## src/design/ray_box_defines.svh

```systemverilog
`ifndef RAY_BOX_DEFINES_SVH
`define RAY_BOX_DEFINES_SVH

//////////////////////////////////////////////////
// ray and box input widths
//////////////////////////////////////////////////

// signed origin component or box bound
`define COORD_W 16

// signed reciprocal of one direction component
`define INV_W 16

//////////////////////////////////////////////////
// pipeline depth
//////////////////////////////////////////////////

// offset, scale, reduce, decide
`define RAY_BOX_LATENCY 4

`endif

```

## src/design/slab_pkg.sv

```systemverilog
`include "ray_box_defines.svh"

package slab_pkg;

	//////////////////////////////////////////////////
	// intermediate slab values
	//////////////////////////////////////////////////

	localparam int diff_w = `COORD_W + 1; // one guard bit for bound minus origin
	localparam int dist_w = diff_w + `INV_W; // full product, nothing dropped

	// box bound minus origin, cannot wrap
	typedef logic signed [diff_w-1:0] diff_t;

	// exact distance along the ray for one plane
	typedef logic signed [dist_w-1:0] dist_t;

	// limits of an unbounded interval, never reached by a real product
	localparam dist_t dist_neg_inf = {1'b1, {(dist_w - 1){1'b0}}};
	localparam dist_t dist_pos_inf = {1'b0, {(dist_w - 1){1'b1}}};

endpackage

```

## src/design/interval_merge.sv

```systemverilog
`timescale 1ns/10ps

module interval_merge (
	input  logic            clk,
	input  logic            rst,
	input  slab_pkg::dist_t t_enter_x,
	input  slab_pkg::dist_t t_enter_y,
	input  slab_pkg::dist_t t_enter_z,
	input  slab_pkg::dist_t t_exit_x,
	input  slab_pkg::dist_t t_exit_y,
	input  slab_pkg::dist_t t_exit_z,
	input  logic            miss_x,
	input  logic            miss_y,
	input  logic            miss_z,
	output logic            hit
);
	import slab_pkg::*;

	dist_t near_d; // latest entry of the three
	dist_t far_d;  // earliest exit of the three
	dist_t t_near;
	dist_t t_far;
	logic  any_miss;

	//////////////////////////////////////////////////
	// stage 3: three way reduction
	//////////////////////////////////////////////////

	always_comb begin
		near_d = t_enter_x;
		if (t_enter_y > near_d) begin
			near_d = t_enter_y;
		end
		if (t_enter_z > near_d) begin
			near_d = t_enter_z;
		end

		far_d = t_exit_x;
		if (t_exit_y < far_d) begin
			far_d = t_exit_y;
		end
		if (t_exit_z < far_d) begin
			far_d = t_exit_z;
		end
	end

	always_ff @(posedge clk or posedge rst) begin
		if (rst) begin
			t_near   <= '0;
			t_far    <= '0;
			any_miss <= 1'b0;
		end else begin
			t_near   <= near_d;
			t_far    <= far_d;
			any_miss <= miss_x | miss_y | miss_z; // parallel ray outside a slab
		end
	end

	//////////////////////////////////////////////////
	// stage 4: hit decision
	//////////////////////////////////////////////////

	always_ff @(posedge clk or posedge rst) begin
		if (rst) begin
			hit <= 1'b0;
		end else begin
			// intervals overlap and the exit lies ahead of the origin
			hit <= ~any_miss & (t_near <= t_far) & (t_far > dist_t'(0));
		end
	end

	// a parallel miss arrives together with its unbounded interval
	a_miss_unbounded: assert property (@(posedge clk) disable iff (rst)
		(!miss_x || (t_enter_x == dist_neg_inf && t_exit_x == dist_pos_inf)) &&
		(!miss_y || (t_enter_y == dist_neg_inf && t_exit_y == dist_pos_inf)) &&
		(!miss_z || (t_enter_z == dist_neg_inf && t_exit_z == dist_pos_inf)))
		else $error("interval_merge: parallel miss without an unbounded interval");

endmodule

```

## config.mk

```make
export PLATFORM = sky130hd
export DESIGN_NAME = interval_merge
export DESIGN_NICKNAME = d
export VERILOG_FILES = /design/src/design/slab_pkg.sv /design/src/design/interval_merge.sv
export VERILOG_INCLUDE_DIRS = /design/src /design/src/design
export SDC_FILE = /design/constraint.sdc
export NUM_CORES = 1
export LEC_CHECK = 0
export BUFFER_PORTS_ARGS = -buffer_cell sky130_fd_sc_hd__buf_2
export CAP_MARGIN = 20
export CORE_ASPECT_RATIO = 1.5
export CORE_MARGIN = 5
export CORE_UTILIZATION = 25
export DETAILED_ROUTE_END_ITERATION = 8
export GPL_TIMING_DRIVEN = 0
export PLACE_DENSITY_LB_ADDON = 0.08
export SETUP_SLACK_MARGIN = 0.15
export SLEW_MARGIN = 20
export SYNTH_ARGS = -nofsm -noshare
export SYNTH_HDL_FRONTEND = slang
export SYNTH_SLANG_ARGS = --single-unit
```

## constraint.sdc

```tcl
create_clock -name clk -period 2.95 [get_ports clk]
set_input_delay 0.59 -clock clk [delete_from_list [all_inputs] [get_ports clk]]
set_output_delay 0.59 -clock clk [all_outputs]
set_load 0.02 [all_outputs]
```

==> reports/qor.yml, run 1 <==
critical_path:
  end_kind: "register"
  worst_ep_arrival_time_ps: 4940
  worstPathMaxFanout: 5
  endpoint: "t_far[26]"
  reg2reg_from: "t_far[1]"
  critPathRequiredTime_ps: 3200
  reg2reg_slack_ps: 730
  critPathLaunchType: "input port"
  r2r-end: "hit"
  worstSetupStartpoint: "t_exit_x[26]"
  r2r_cells: 10
  path_class: "input port to register"
synth:
  yosysWarnings: 0
  synthFlopType: "dfrtp_1"
  synth_edf_count: 0
  ys_seq_area_frac: 0.211
  ys_seq_elements: 68
  synth_area_um2: 8070
  synthArstFlopShare: 1.00
  synth_fp_nets: 1272
  synth.distinct_cells: 54
  synthCells: 906
  avgSynthCellArea_um2: 8.91
die:
  die_w_um: 157
  row_count: 80
  fp.dieH_um: 230
  io_pins: 204
  dieArea_um2: 36100
  coreArea_um2: 31800
  start_util: 0.254
clock_tree:
  cts.sinks: 68
  clock_path_buffers: 2
  insertion_delay_ps: 330
  hold_buffers: 0
  path_clk_slew_ps: 50
  clockRootBuffer: "clkbuf_16"
  cts_buffers: 9
  cts_max_level: 3
  cts_tree: "built"
pwr:
  power_frac_clock: 0.161
  vdd_ir_drop_max_v: 0.000266
  leakage_nw: 6.09
  cell_internal_pwr_mw: 3.79
  seqPwrFrac: 0.217
  power.switching_mw: 2.36
  pwr_density_cell_nw_per_um2: 495
  swShare: 0.383
  combPwrFrac: 0.622
grt:
  grt_first_pass_wirelength_um: 45400
  overflow: 0
  grt_pass1_vias: 8319
  grt_max_degree: 52
  grtUsageTotal: 0.162
  antenna_found_initial: 3
sta:
  fmax_mhz: 213
  relSlewSlack: 0.334
  finClkSkew_ps: 5.22
  setup_viol: 66
  hold_ws_ps: 201
  fin_crit_ps: 4700
  finalCritPeriodShare: 1.59
  tightest_slew_ps: 999
  setup_ws_ps: -1750
  slew_violations: 0
  rsz0062_at_grt: "true"
  hold_violations: 0
route:
  dr.first_iter.drc_count: 152
  routedWlPerCell_um: 18.8
  num_vias: 7627
  drt_pre_antenna_iters: 4
  drc_errors: 0
  ant_nets: 0
  viasPerCell: 4.78
  routed_wl_um: 30000
layout:
  final_common_cell: "buf_2"
  syn_to_final_growth_pct: 53.8
  nets: 1545
  nFillCells: 3294
  design_area_um2: 12400
  final_util: 0.390
  drive_gt1_frac: 0.410
  final_cell_mix: "buf_2 (193), inv_1 (154), ha_1 (142), mux2i_1 (70), dfrtp_1 (68)"
place:
  dp_hpwl_um: 24500
  port_buffers: 203
  place_area_um2: 9940
  routabilityCongestion: 0.823
run_status:
  status: "finished with violations"
  violations: "setup timing"
hold_path:
  min_path_type: "input port to asynchronous set/reset pin"
flow_run:
  maxCapViolCount: 0
-- layout make-up --
class                   count  area (µm²)  area share
well taps                 410         513      0.0413
inverters                 167         644      0.0519
clock inverters             1        5.00    0.000403
flip-flops and latches     68        1700       0.137
plain buffers              34         438      0.0353
diodes                      1        2.50    0.000201
repair buffers            262        1860       0.150
multi-input cells         637        6980       0.562
clock buffers              15         278      0.0224
-- power groups by stage --
stage               Combinational [mW]  Sequential, mW  Clock, mW
finish                            3.82            1.33      0.992
global route                      4.19            1.37       1.07
CTS                               3.55            1.34       1.03
detailed placement                2.62            1.35          0
global placement                  2.61            1.36          0
floorplan                         1.82            1.28          0
-- how the worst min path moves through the flow --
stage	depth (start not counted)	from	slack (ps)	end
3_5_place_dp	2	rst	550	t_far[13]
3_3_place_gp	3	any_miss	570	hit
4_1_cts	2	rst	190	t_far[13]
2_1_floorplan	3	any_miss	520	hit
6_report	2	rst	200	t_far[13]
5_1_grt	2	rst	210	t_far[13]
-- kinds of logic (layout without fill, tap and decap cells) --
logic type	after synthesis	count (layout)	share of synthesized area
AOI/OAI and AO/OA	216	216	0.207
adders and majority gates	163	163	0.253
xor gates and xnor gates	1	1	0.00341
and+or+nand+nor	158	158	0.0993
other	0	1	0
DFF	68	68	0.211
buffers and inverters	201	479	0.104
muxes	99	99	0.123
-- flip-flops by register name, indices dropped and copies added (netlist names) --
register / count
t_far: 33
t_near: 33
any_miss: 1
hit: 1
-- through the flow --
step	power (mW)	setup slack (ps)	TNS [ps]	instances
after CTS	5.92	-1840	-111710	1582
after global placement	3.97	-3040	-195120	1519
after global routing	6.63	-1910	-120550	1595
after detailed placement	3.97	-3030	-177210	1520
final	6.15	-1750	-111350	1595
after floorplan	3.11	-1370	-87610	906
-- worst max-delay path: stages --
cell	delay, ps
buf_2	120
inv_2	50
ha_4	260
nand4_1	170
and4bb_4	440
nand2_4	70
o221ai_4	250
nor2_4	80
xnor2_4	160
buf_12	140
buf_8	120
buf_16	140
buf_6	120
mux2i_4	190
ha_2	210
a2111oi_4	330
o21ai_1	140
a21oi_2	190
nand4b_1	130
buf_6	160
nor3_4	160
a21o_4	170
buf_12	100
buf_16	120
buf_12	130
mux2i_4	210
-- cells in the mapped netlist, types with 2 or more instances --
library cell	n	area, µm²
a2111oi_0	3	26.3
a211o_1	2	17.5
a211oi_1	6	45.0
a21boi_0	2	15.0
a21o_1	35	263
a21oi_1	46	230
a31oi_1	2	12.5
and4_1	5	43.8
buf_2	12	60.1
buf_4	7	52.6
buf_6	6	67.6
clkbuf_1	9	33.8
dfrtp_1	68	1700
ha_1	163	2040
inv_1	167	627
mux2_2	2	22.5
mux2i_1	96	961
nand2_1	60	225
nand3_1	12	60.1
nand4_1	26	163
nor2_1	17	63.8
nor2b_1	8	50.1
nor3_1	8	40.0
nor4_1	10	62.6
o2111ai_1	34	298
o211ai_1	5	37.5
o21a_1	8	60.1
o21ai_0	24	120
o221ai_1	16	140
o221ai_2	18	270
o22ai_1	2	12.5
o31a_1	2	17.5
o31ai_1	2	15.0
or2_2	3	18.8
-- per-layer routing --
metal / vias up / GRT usage / wire, µm
met1: 3531 / 0.178 / 11400
met5: - / 0 / 13
met3: 46 / 0.0192 / 1070
met4: 2 / 0.0581 / 1110
met2: 176 / 0.313 / 16400
li1: 3872 / - / -
-- timing repair --
item                                    CTS  global route
pin swaps                                56            57
gates cloned                              8             2
setup buffers                            38            10
endpoints found under the setup margin   66            66
gates resized for setup                 188            85
Note: power is estimated with default switching activity, not from simulation.
==> run 2, diff against run 1 <==
PLACE_DENSITY = 0.5   (was not set)
PLACE_DENSITY_LB_ADDON = not set   (was 0.08)
==> run 2 against run 1 <==
Effect of this change: maximum frequency decreased by 2.4%; setup slack got worse by 120 ps; non-clock buffer count increased by 16; the flow still finishes with violations (setup timing); sequential power about the same; wire length increased by 2.6%.
==> reports/qor.yml, run 2 (synthesized netlist as in run 1, its figures left out) <==
place:
  routabilityCongestion: 0.863
  place_area_um2: 9940
  port_buffers: 203
  dp.cells: 1520
  place_ws_ps: -2910
  dp_hpwl_um: 24700
sta:
  fmax_mhz: 208
  tightest_slew_ps: 879
  hold_violations: 0
  setup_ws_ps: -1860
  rsz0062_at_grt: "true"
  relSlewSlack: 0.414
  finClkSkew_ps: 3.53
  finalCritPeriodShare: 1.63
  slew_violations: 0
  setup_viol: 66
  fin_crit_ps: 4810
layout:
  final_util: 0.395
  design_area_um2: 12600
  final_cell_mix: "buf_2 (191), inv_1 (153), ha_1 (137), dfrtp_1 (68), mux2i_1 (58)"
  register_area_um2: 1700
  stdcell_count: 1617
  syn_to_final_growth_pct: 55.9
  drive_gt1_frac: 0.420
  largest_registers: "t_far: 33 flops, t_near: 33 flops"
  nets: 1562
  final_common_cell: "buf_2"
  nFillCells: 3200
  multi_input_area_um2: 6990
run_status:
  status: "finished with violations"
  violations: "setup timing"
route:
  drc_errors: 0
  dr.first_iter.drc_count: 164
  num_vias: 7916
  routed_wl_um: 30700
  ant_nets: 0
  routedWlPerCell_um: 19.0
  drt_pre_antenna_iters: 6
  viasPerCell: 4.90
clock_tree:
  hold_buffers: 0
  cts_buffers: 9
  clockRootBuffer: "clkbuf_16"
  clock_path_buffers: 2
  cts_tree: "built"
  insertion_delay_ps: 320
  path_clk_slew_ps: 50
  cts.sinks: 68
  cts_max_level: 3
critical_path:
  critPathSlowestCell: "or4_4"
  critPathRequiredTime_ps: 3180
  critPathBufInv: 6
  worst_ep_arrival_time_ps: 5040
  worstPathMaxFanout: 7
  path_delay_family: "compound AO/OA/AOI/OAI gates"
  end_kind: "register"
  critPathLaunchType: "input port"
  path_cells: "buf_8 -> ha_4 -> a21o_1 -> a21o_1 -> a21oi_4 -> o211ai_1 -> a21o_1 -> a21o_4 -> o21a_1 -> buf_6 -> buf_12 -> mux2i_1 -> ha_1 -> and4_1 -> nand3_2 -> or4_4 -> o311ai_4 -> o31ai_4 -> buf_6 -> buf_12 -> buf_12 -> o221ai_4"
  cpPeakStageDelay_ps: 500
  path_class: "input port to register"
grt:
  antenna_found_initial: 6
  overflow: 0
  met1_usage: 0.169
  grtUsageTotal: 0.163
  grt_pass1_vias: 8638
  grt_busiest_layer: "met2"
  grt_first_pass_wirelength_um: 46000
  met2_usage: 0.322
  grt_use_met3: 0.0162
  grt_max_degree: 50
pwr:
  vdd_ir_drop_max_v: 0.000209
  pwr_density_cell_nw_per_um2: 496
  leakage_nw: 6.10
die:
  die_w_um: 157
  io_pins: 204
  coreArea_um2: 31800
  start_util: 0.254
  dieArea_um2: 36100
  row_count: 80
  fp.dieH_um: 230
hold_path:
  min_path_type: "input port to asynchronous set/reset pin"
flow_run:
  maxCapViolCount: 0
run 2: cell types whose count changed in the layout (fill, tap and decap cells not counted), moves of 8 or more:
cell / change
buf_6: +15
mux2i_1: -12
nand2_1: +12
nand2_4: -9
o221ai_2: +9
o221ai_4: -9
buf_12: -8
run 2: final timing paths:
path                                from        end  slack, ps  depth (start not counted)
max in group asynchronous            rst  t_far[29]       2220                          3
max reg2reg                    t_near[1]        hit        690                          9
max                        t_enter_y[14]  t_near[4]      -1860                         22
min                                  rst  t_near[5]        220                          2
min reg2reg                     any_miss        hit        590                          3
min in group clk                  miss_z   any_miss        500                          2
run 2: cell type report:
class	instances	area share
multi-input combinational	638	0.555
timing repair buffer	278	0.159
sequential	68	0.135
inverter	167	0.0516
tap	410	0.0408
buffer	34	0.0330
clock buffer	14	0.0218
clock inverter	1	0.00239
antenna	7	0.00139
run 2: per-layer routing:
metal  vias up  routed length, µm
met3        57                912
li1       3928                  -
met2       182              17500
met4         0               1140
met5         -                  0
met1      3749              11200
run 2: worst register-to-register path, stage by stage (launching register included):
cell	delay [ps]
dfrtp_1	370
ha_1	300
nor2b_1	140
o21a_1	160
o21a_1	170
o21a_1	160
o21ai_0	170
a21oi_1	130
o31a_1	290
o32ai_1	280
run 2: timing repair:
item | 4_1_cts | 5_1_grt
cloned | 9 | 4
gates resized for setup | 174 | 104
setup endpoints to repair | 66 | 66
pin swaps | 43 | 36
setup buffers | 46 | 16
run 2: report_power, final:
group / leakage [nW] / internal (mW) / switching [mW]
clock network: 0.149 / 0.719 / 0.353
registers: 0.804 / 1.19 / 0.138
logic: 5.14 / 1.99 / 1.85
total: 6.10 / 3.90 / 2.34
run 2: through the flow:
| stage | TNS [ps] | power, mW | hold slack (ps) |
|---|---|---|---|
| after global routing | -120760 | 6.69 | 228 |
| final | -112270 | 6.24 | 217 |
| after detailed placement | -172640 | 3.94 | 565 |
| after floorplan | -87610 | 3.11 | 521 |
| after global placement | -182230 | 3.92 | 568 |
| after CTS | -111610 | 5.81 | 219 |
