<file path="config.mk">
export PLATFORM = sky130hd
export DESIGN_NAME = slab_offset
export DESIGN_NICKNAME = d
export VERILOG_FILES = /design/src/design/ray_io_pkg.sv /design/src/design/slab_pkg.sv /design/src/design/slab_offset.sv
export VERILOG_INCLUDE_DIRS = /design/src /design/src/design
export SDC_FILE = /design/constraint.sdc
export NUM_CORES = 1
export LEC_CHECK = 0
export ABC_AREA = 1
export BUFFER_PORTS_ARGS = -buffer_cell sky130_fd_sc_hd__buf_4
export CAP_MARGIN = 40
export CORE_ASPECT_RATIO = 1.5
export CORE_MARGIN = 2
export CORE_UTILIZATION = 55
export CTS_BUF_LIST = sky130_fd_sc_hd__clkbuf_8
export DETAILED_ROUTE_END_ITERATION = 12
export PLACE_DENSITY_LB_ADDON = 0.25
export SLEW_MARGIN = 40
export SYNTH_ARGS = -nofsm -noshare
export SYNTH_HDL_FRONTEND = slang
export SYNTH_SLANG_ARGS = --single-unit
</file>
<file path="constraint.sdc">
create_clock -name clk -period 4.85 [get_ports clk]
set_input_delay 0.97 -clock clk [delete_from_list [all_inputs] [get_ports clk]]
set_output_delay 0.97 -clock clk [all_outputs]
set_load 0.02 [all_outputs]
</file>
<file path="src/design/ray_box_defines.svh">
`ifndef RAY_BOX_DEFINES_SVH
`define RAY_BOX_DEFINES_SVH

//////////////////////////////////////////////////
// ray and box input widths
//////////////////////////////////////////////////

// signed origin component or box bound
`define COORD_W 16

// signed reciprocal of one direction component
`define INV_W 16

//////////////////////////////////////////////////
// pipeline depth
//////////////////////////////////////////////////

// offset, scale, reduce, decide
`define RAY_BOX_LATENCY 4

`endif

</file>
<file path="src/design/ray_io_pkg.sv">
`include "ray_box_defines.svh"

package ray_io_pkg;

	//////////////////////////////////////////////////
	// values arriving at the top level ports
	//////////////////////////////////////////////////

	// origin component or box plane position
	typedef logic signed [`COORD_W-1:0] coord_t;

	// 1/dir for one axis, same fixed point scale as the coordinates
	typedef logic signed [`INV_W-1:0] inv_t;

endpackage

</file>
<file path="src/design/slab_pkg.sv">
`include "ray_box_defines.svh"

package slab_pkg;

	//////////////////////////////////////////////////
	// intermediate slab values
	//////////////////////////////////////////////////

	localparam int diff_w = `COORD_W + 1; // one guard bit for bound minus origin
	localparam int dist_w = diff_w + `INV_W; // full product, nothing dropped

	// box bound minus origin, cannot wrap
	typedef logic signed [diff_w-1:0] diff_t;

	// exact distance along the ray for one plane
	typedef logic signed [dist_w-1:0] dist_t;

	// limits of an unbounded interval, never reached by a real product
	localparam dist_t dist_neg_inf = {1'b1, {(dist_w - 1){1'b0}}};
	localparam dist_t dist_pos_inf = {1'b0, {(dist_w - 1){1'b1}}};

endpackage

</file>
<file path="src/design/slab_offset.sv">
`timescale 1ns/10ps
`include "ray_box_defines.svh"

module slab_offset (
	input  logic               clk,
	input  logic               rst,
	input  ray_io_pkg::coord_t origin,
	input  ray_io_pkg::coord_t box_lo,
	input  ray_io_pkg::coord_t box_hi,
	input  ray_io_pkg::inv_t   inv,
	input  logic               parallel,
	output slab_pkg::diff_t    lo_diff,
	output slab_pkg::diff_t    hi_diff,
	output ray_io_pkg::inv_t   inv_q,
	output logic               parallel_q,
	output logic               axis_miss
);
	import slab_pkg::*;

	diff_t lo_diff_d; // lower plane minus origin
	diff_t hi_diff_d; // upper plane minus origin
	logic  below_lo;
	logic  above_hi;
	logic  miss_d;

	//////////////////////////////////////////////////
	// widened offsets
	//////////////////////////////////////////////////

	assign lo_diff_d = {box_lo[`COORD_W-1], box_lo} - {origin[`COORD_W-1], origin};
	assign hi_diff_d = {box_hi[`COORD_W-1], box_hi} - {origin[`COORD_W-1], origin};

	// origin outside the closed slab, read off the offset signs
	assign below_lo = (lo_diff_d > diff_t'(0)); // origin < lower plane
	assign above_hi = hi_diff_d[diff_w-1]; // origin > upper plane

	assign miss_d = parallel & (below_lo | above_hi); // never crosses this slab

	//////////////////////////////////////////////////
	// stage 1 register
	//////////////////////////////////////////////////

	always_ff @(posedge clk or posedge rst) begin
		if (rst) begin
			lo_diff    <= '0;
			hi_diff    <= '0;
			inv_q      <= '0;
			parallel_q <= 1'b0;
			axis_miss  <= 1'b0;
		end else begin
			lo_diff    <= lo_diff_d;
			hi_diff    <= hi_diff_d;
			inv_q      <= inv; // forwarded for the multiply
			parallel_q <= parallel;
			axis_miss  <= miss_d;
		end
	end

	// box must come in with ordered bounds
	a_bounds_ordered: assert property (@(posedge clk) disable iff (rst)
		box_lo <= box_hi)
		else $error("slab_offset: box_lo above box_hi");

endmodule

</file>
==> results.yml, run 1 <==
route:
  totalWireLength_um: 8420
  firstDrtPassIters: 4
  wl_per_cell_um: 13.7
  drc_errors: 0
  vias: 3041
  ant_nets: 0
  via_per_inst: 4.94
  drtIter0Drc: 132
yosys:
  syn_inst: 418
  avgSynthCellArea_um2: 7.79
  yosysSeqAreaShare_pct: 40.0
  synthesis.nets: 519
  syn_area_um2: 3260
  synth_warnings: 0
  synth_seq_cells: 52
  synth_cell_types: 28
  ys.flop_type: "dfrtp_1"
  synth_edf_count: 0
  async_flop_share_pct: 100
finish:
  layout-drive-gt1-share_pct: 25.2
  nets: 644
  n_antenna_cell: 0
  syn_to_final_growth_pct: 33.6
  post_layout_nonfiller_instances: 616
placement:
  port_buffers: 118
  dp_hpwl_um: 7100
  dpl.cell_count: 608
  place.gp.congestion: 0.948
sta:
  maxSlewHeadroom_pct: 59.5
  fin_crit_sh_pct: 51.8
  finalCriticalPeriod_ns: 2.51
  final_hold_viol_count: 0
  worst_slew_pin_slew_ns: 0.608
  fmax_ghz: 0.398
  finalMaxSlewViolations: 0
  final.setup.tns_ns: 0
  setup_viol: 0
  rsz0062_at_grt: "false"
global_route:
  grt_pass1_vias: 3195
  antenna_found_initial: 0
  grt_pass1_wl_um: 13900
  overflow: 0
  track_usage_pct: 27.5
  grt_max_degree: 53
critical_path:
  crit_path_cell_trace: "buf_4 > ha_1 > fa_1 > o21ai_2 > a21oi_2 > o21ai_4 > nand2_1 > a31oi_2 > xor2_1"
  critical_path_arrival_ns: 2.74
  slowest_delay_ns: 0.44
  cp-start-kind: "input port"
  path_class: "in -> reg"
  cp_max_fo: 3
  critPathCaptureType: "flop"
  cpMaxStageDelayCell: "fa_1"
  crit_required_ns: 5.08
hold_path:
  hold_class: "in -> async"
cts:
  postCtsResizedCells: 0
  cts_root_buf: "clkbuf_8"
  hold_buffers: 0
  clock_sinks: 52
  clk_pin_slew_ns: 0.09
  cts_tree: "yes"
  htreeDepth: 2
  post_cts_buffers: 0
  cts_buffers: 5
  cts.path.max_buffers: 2
run_status:
  outcome: "complete, no violations"
floorplanning:
  initial_core_util_pct: 56.7
  core_area_um2: 5740
  die_h_um: 98.2
  io_pins: 119
  rows: 34
  die-area_um2: 6570
  die_w_um: 66.8
power:
  power_density_nw_per_um2: 300
  ir_drop_mv: 0.154
  p_leak_nw: 2.54
job:
  drv_cap: 0
-- power by group --
part / switching, mW / internal [mW] / leakage [nW]
Sequential: 0.0183 / 0.494 / 0.605
Combinational: 0.291 / 0.205 / 1.88
Clock: 0.141 / 0.155 / 0.0548
Total: 0.450 / 0.855 / 2.54
-- logic make-up (layout without fill, tap and decap cells) --
| family | count (synthesis) | in the layout | synth area share, % |
|---|---|---|---|
| AOI/OAI and AO/OA | 38 | 38 | 7.45 |
| xor gates and xnor gates | 17 | 17 | 4.57 |
| DFF | 52 | 52 | 40.0 |
| and+or+nand+nor | 184 | 184 | 23.8 |
| adders and majority gates | 34 | 34 | 13.5 |
| buffers and inverters | 93 | 219 | 10.7 |
-- path summary, 6_finish.rpt --
path,start,slack [ns],cells after the start,end
min in group clk,inv[8],0.77,1,inv_q[8]$_DFF_PP0_
setup / recovery,origin[0],2.34,9,hi_diff[12]$_DFF_PP0_
max in group asynchronous,rst,3.70,2,parallel_q$_DFF_PP0_
hold / removal,rst,0.74,2,inv_q[11]$_DFF_PP0_
-- cells in the mapped netlist (3+ instances only) --
| cell | n | area (um2) |
|---|---|---|
| xnor2_1 | 7 | 61.3 |
| nand3b_1 | 4 | 30.0 |
| a21oi_1 | 18 | 90.1 |
| inv_1 | 93 | 349 |
| nand3_1 | 16 | 80.1 |
| nor3_1 | 6 | 30.0 |
| ha_1 | 32 | 400 |
| dfrtp_1 | 52 | 1300 |
| nor2_1 | 20 | 75.1 |
| nand4_1 | 5 | 31.3 |
| xor2_1 | 10 | 87.6 |
| nand2_1 | 127 | 477 |
| o21ai_0 | 5 | 25.0 |
| a31oi_1 | 3 | 18.8 |
-- sequential cells by signal, indices dropped and copies added (netlist names) --
name,flops
inv_q,16
parallel_q,1
lo_diff,17
axis_miss,1
hi_diff,17
-- critical path, delay by kind of cell --
| kind | cells | cell delay (ns) |
|---|---|---|
| compound gates | 4 | 0.70 |
| fa+ha+maj | 2 | 0.68 |
| xor+xnor | 1 | 0.17 |
| buf+inv | 1 | 0.12 |
| simple gates | 1 | 0.10 |
-- through the flow --
stage / hold slack (ns) / power, mW / worst slack [ns] / util, % / cell area, um2
floorplan: 1.00 / 0.813 / 2.33 / - / 3260
global placement: 1.08 / 1.00 / 2.09 / 73.7 / 4230
detailed placement: 1.08 / 1.02 / 2.02 / 73.7 / 4240
CTS: 0.766 / 1.31 / 2.34 / 75.8 / 4350
global route: 0.759 / 1.38 / 2.11 / 75.8 / 4350
finish: 0.740 / 1.31 / 2.34 / 75.8 / 4350
-- cells in the final DEF (no fill, tap or decap), types with 6 or more instances in the layout --
cell,instances
inv_1,92
buf_4,118
nand3_1,16
nor3_1,6
ha_1,32
nor2_1,20
a21oi_1,18
xnor2_1,7
nand2_1,127
xor2_1,10
dfrtp_1,52
-- layout make-up --
class | instances | area (um2)
Clock buffer | 5 | 68.8
Clock inverter | 3 | 46.3
Fill cell | 453 | 1390
Inverter | 93 | 352
Multi-Input combinational cell | 273 | 1610
Sequential cell | 52 | 1300
Tap cell | 72 | 90.1
Timing Repair Buffer | 118 | 886
-- layer usage --
| metal | share of wire [%] | wire length [um] | up-vias | global-route usage (%) |
|---|---|---|---|---|
| li1 | - | - | 1536 | - |
| met1 | 37 | 3080 | 1387 | 31.2 |
| met2 | 55 | 4620 | 101 | 50.4 |
| met3 | 6.0 | 503 | 17 | 3.92 |
| met4 | 2.6 | 218 | 0 | 10.7 |
| met5 | 0 | 0 | - | 0 |
Power figures use the tool's default switching activity.
==> run 2: changes to the inputs <==
Settings changed: CORE_UTILIZATION 55 to 52.
Clock period 4.85 ns to 2.51 ns, I/O delays scaled along.
==> results.yml, run 2 (same netlist as run 1, synthesis figures left out) <==
run_status:
  outcome: "complete, no violations"
finish:
  layout-drive-gt1-share_pct: 25.3
  ff_latch_area_um2: 1300
  fillers: 522
  multiInputGateArea_um2: 1610
  top_regs: "hi_diff x17, lo_diff x17, inv_q x16"
  layout_common_cells: "127 x nand2_1, 118 x buf_4, 92 x inv_1"
  n_antenna_cell: 0
  final_core_util_pct: 71.8
  design_area_um2: 4370
  post_layout_nonfiller_instances: 619
  layout_commonest_cell: "nand2_1"
  nets: 645
  syn_to_final_growth_pct: 34.2
placement:
  place.gp.congestion: 0.921
  port_buffers: 118
  dp_hpwl_um: 7210
  dpl.cell_count: 611
  preCtsSetupSlack_ns: 0.177
  place_area_um2: 4260
sta:
  final_hold_viol_count: 0
  finalMaxSlewViolations: 0
  finalCriticalPeriod_ns: 2.04
  fin_crit_sh_pct: 81.3
  fmax_ghz: 0.490
  worst_slew_pin_slew_ns: 0.491
  setup_viol: 0
  maxSlewHeadroom_pct: 67.2
  setup_ws_ns: 0.469
  final.setup.tns_ns: 0
  rsz0062_at_grt: "false"
  hold_ws_ns: 0.218
floorplanning:
  die-area_um2: 6920
  core_area_um2: 6090
  io_pins: 119
  die_h_um: 101
  rows: 35
  initial_core_util_pct: 53.5
  die_w_um: 68.6
critical_path:
  critPathCaptureType: "flop"
  cpMostUsedCell: "nand3_1"
  cp-start-kind: "input port"
  path_depth: 12
  cpMaxStageDelayCell: "fa_1"
  crit_path_cell_trace: "buf_4 > ha_1 > fa_1 > inv_1 > nand3_1 > nand2_1 > xnor2_1 > nand3_1 > nor3_2 > nand3_1 > nand2_1 > a21oi_2"
  cp_max_fo: 3
  path_class: "in -> reg"
  crit_required_ns: 2.71
  cp_top_family: "simple AND/OR/NAND/NOR gates"
  critical_path_arrival_ns: 2.24
  slowest_delay_ns: 0.40
  critPathBufInv: 2
cts:
  cts.path.max_buffers: 2
  postCtsResizedCells: 0
  cts_root_buf: "clkbuf_8"
  hold_buffers: 0
  clk_pin_slew_ns: 0.10
  clock_sinks: 52
  cts_tree: "yes"
  post_cts_buffers: 0
  cts_buffers: 5
  htreeDepth: 2
global_route:
  overflow: 0
  grt_pass1_wl_um: 13600
  antenna_found_initial: 0
  track_usage_pct: 26.2
  grt_pass1_vias: 3066
  grt_max_degree: 33
route:
  drc_errors: 0
  firstDrtPassIters: 4
  vias: 3052
  drtIter0Drc: 188
  totalWireLength_um: 8480
  wl_per_cell_um: 13.7
  ant_nets: 0
  via_per_inst: 4.93
power:
  finalPower_mw: 2.53
  p_leak_nw: 2.55
  ir_drop_mv: 0.311
  power_density_nw_per_um2: 580
job:
  drv_cap: 0
hold_path:
  hold_class: "in -> async"
==> run 2: final cells by class <==
cell class              instances  share of cell area, %
clock buffers                   5                   1.57
inverters                      93                   7.99
well taps                      74                   2.12
multi-input cells             273                   36.8
clock inverters                 3                   1.06
flip-flops and latches         52                   29.8
repair buffers                119                   20.7
==> run 2: worst paths after layout <==
| check | start | slack (ns) | end |
|---|---|---|---|
| max in group asynchronous | rst | 1.76 | parallel_q$_DFF_PP0_ |
| hold / removal | rst | 0.22 | hi_diff[0]$_DFF_PP0_ |
| min in group clk | inv[5] | 0.30 | inv_q[5]$_DFF_PP0_ |
| setup / recovery | origin[0] | 0.47 | axis_miss$_DFF_PP0_ |
==> run 2: routing by layer <==
layer	vias to the layer above	track usage, %	share of wire, %
li1	1538	-	-
met1	1410	27.4	36
met2	90	50.1	57
met3	14	3.35	4.7
met4	0	10.5	2.5
met5	-	0	0
==> run 2: power breakdown <==
group	leakage (nW)	internal, mW	switching [mW]
Clock	0.0548	0.301	0.280
Sequential	0.605	0.955	0.0372
Combinational	1.89	0.399	0.562
==> run 3: changes to the inputs <==
Settings changed: ABC_AREA 1 to 0, CORE_UTILIZATION 52 to 50.
Clock period 2.51 ns to 2.1 ns, I/O delays scaled along.
==> results.yml, run 3 <==
power:
  power_density_nw_per_um2: 666
  p_leak_nw: 2.41
  p_comb_share_pct: 42.5
  power.clock.fraction_pct: 19.1
  seq_power_share_pct: 38.4
  p_sw_mw: 1.04
  swShare_pct: 33.8
  internal_power_mw: 2.05
  ir_drop_mv: 0.496
yosys:
  synth_top_family_by_area: "compound AO/OA/AOI/OAI gates"
  yosysSeqAreaShare_pct: 44.7
  synth-compound-area-share_pct: 15.7
  synthTopCellsByCount: "52 x dfrtp_1, 33 x inv_1, 32 x ha_1, 24 x nor2_1, 15 x xnor2_1"
  avgSynthCellArea_um2: 10.4
  synth_warnings: 0
  synth-simple-area-share_pct: 13.6
  syn_inst: 279
  syn_area_um2: 2910
  ys.flop_type: "dfrtp_1"
  synth_edf_count: 0
  synth_area_leaders: "dfrtp_1 45%, ha_1 14%, xnor2_1 4.5%, inv_1 4.3%, nor2_1 3.1%"
  synth_top_area_share_pct: 44.7
  synth_cell_types: 44
  synthAdderAreaFrac_pct: 15.1
  synthesis.nets: 380
  synth_xor_area_share_pct: 6.62
  async_flop_share_pct: 100
  synth_seq_cells: 52
  yosysMostFrequentCell: "dfrtp_1"
  synth.area.mux_share_pct: 0
  netlist.top_cell.by_area: "dfrtp_1"
critical_path:
  path_class: "in -> reg"
  cp_max_fo: 4
  critical_path_arrival_ns: 2.40
  cp-start-kind: "input port"
  crit_required_ns: 2.29
  critPathCaptureType: "flop"
route:
  vias: 2790
  drc_errors: 0
  ant_nets: 0
  firstDrtPassIters: 4
  totalWireLength_um: 7610
  via_per_inst: 5.13
  wl_per_cell_um: 14.0
  drtIter0Drc: 133
floorplanning:
  die_w_um: 66.3
  core_area_um2: 5700
  die-area_um2: 6460
  io_pins: 119
  die_h_um: 97.4
  rows: 34
  initial_core_util_pct: 51.1
placement:
  dp_hpwl_um: 6060
  place_area_um2: 4400
  place.gp.congestion: 0.892
  port_buffers: 118
sta:
  finalMaxSlewViolations: 0
  maxSlewHeadroom_pct: 56.9
  worst_slew_pin_slew_ns: 0.646
  rsz0062_at_grt: "true"
  setup_viol: 1
  final_hold_viol_count: 0
  finalCriticalPeriod_ns: 2.21
  fmax_ghz: 0.452
  setup_ws_ns: -0.114
  hold_ws_ns: 0.207
  fin_crit_sh_pct: 105
run_status:
  violations: "setup timing"
  outcome: "finished with violations"
cts:
  clk_pin_slew_ns: 0.10
  htreeDepth: 2
  cts_tree: "yes"
  clock_sinks: 52
  cts_root_buf: "clkbuf_8"
  hold_buffers: 0
  cts_buffers: 5
  cts.path.max_buffers: 2
global_route:
  overflow: 0
  antenna_found_initial: 0
  grt_pass1_wl_um: 12100
  track_usage_pct: 24.2
  grt_max_degree: 53
  grt_pass1_vias: 2834
finish:
  layout-drive-gt1-share_pct: 47.0
  top_regs: "hi_diff x17, lo_diff x17, inv_q x16"
  layout_commonest_cell: "buf_4"
  syn_to_final_growth_pct: 59.5
  n_antenna_cell: 0
  layout_common_cells: "182 x buf_4, 52 x dfrtp_1, 30 x inv_1, 30 x ha_1, 23 x nor2_1"
  nets: 572
  design_area_um2: 4640
job:
  drv_cap: 0
hold_path:
  hold_class: "in -> reg"
  min_path_cells: 1
-- run 3: cell types whose count changed after synthesis, moves of 5 or more --
cell,previous run,this run
inv_1,93,33
nand2b_1,0,5
xnor2_1,7,15
nand2_1,127,7
o21ai_0,5,10
o21a_1,0,8
and3_1,0,6
nand3_1,16,3
nand4_1,5,0
-- run 3: metrics by stage --
step / utilization [%] / worst slack, ns / TNS [ns] / cells / power, mW
global route: 81.4 / -0.234 / -0.323 / 544 / 3.25
global placement: 77.1 / -0.510 / -3.00 / 526 / 2.43
detailed placement: 77.1 / -0.587 / -3.99 / 526 / 2.46
finish: 81.4 / -0.114 / -0.114 / 544 / 3.09
CTS: 79.9 / -0.0898 / -0.0898 / 538 / 3.07
floorplan: - / -0.296 / -0.373 / 279 / 1.87
-- run 3: path summary, 6_finish.rpt --
path,startpoint,endpoint,slack (ns)
min in group asynchronous,rst,inv_q[15]$_DFF_PP0_,0.28
max in group asynchronous,rst,lo_diff[11]$_DFF_PP0_,1.39
setup / recovery,box_lo[0],axis_miss$_DFF_PP0_,-0.11
hold / removal,inv[6],inv_q[6]$_DFF_PP0_,0.21
-- run 3: final cells by class --
class                           instances  area (um2)
Clock buffer                            5        68.8
Clock inverter                          3        22.5
Fill cell                             382        1060
Inverter                               33         139
Multi-Input combinational cell        194        1620
Sequential cell                        52        1300
Tap cell                               72        90.1
Timing Repair Buffer                  185        1400
-- run 3: timing repair --
item | CTS | global route
buffers inserted | 4 | 6
resized for setup | 7 | 11
setup endpoints to repair | 4 | 5
gates cloned | 0 | 0
pin swaps | 14 | 13
-- run 3: metal layers --
layer / track usage (%) / vias up / wire [um]
met5: 0 / - / 0
met4: 10.4 / 0 / 149
met3: 4.40 / 13 / 443
met2: 46.4 / 95 / 4380
met1: 24.2 / 1326 / 2640
li1: - / 1356 / -
-- run 3: logic make-up after synthesis --
logic type / after synthesis
xor gates and xnor gates: 22
adders and majority gates: 34
AOI/OAI and AO/OA: 67
buffers and inverters: 33
and+or+nand+nor: 71
DFF: 52
-- run 3: power by group through the flow --
stage / clock network [mW] / registers (mW) / logic [mW]
final: 0.591 / 1.19 / 1.31
after global placement: 0 / 1.21 / 1.22
after CTS: 0.604 / 1.19 / 1.28
after floorplan: 0 / 1.40 / 0.465
after detailed placement: 0 / 1.21 / 1.25
after global routing: 0.639 / 1.20 / 1.41
-- run 3: critical path: stages --
cell and delay [ns]:
buf_8 0.09, inv_12 0.03, ha_4 0.15, fa_2 0.33, nand2b_4 0.16, a211oi_4 0.28
or2b_1 0.15, a22o_1 0.19, o21ai_1 0.09, o31a_1 0.14, nor4b_4 0.27, a31oi_1 0.11
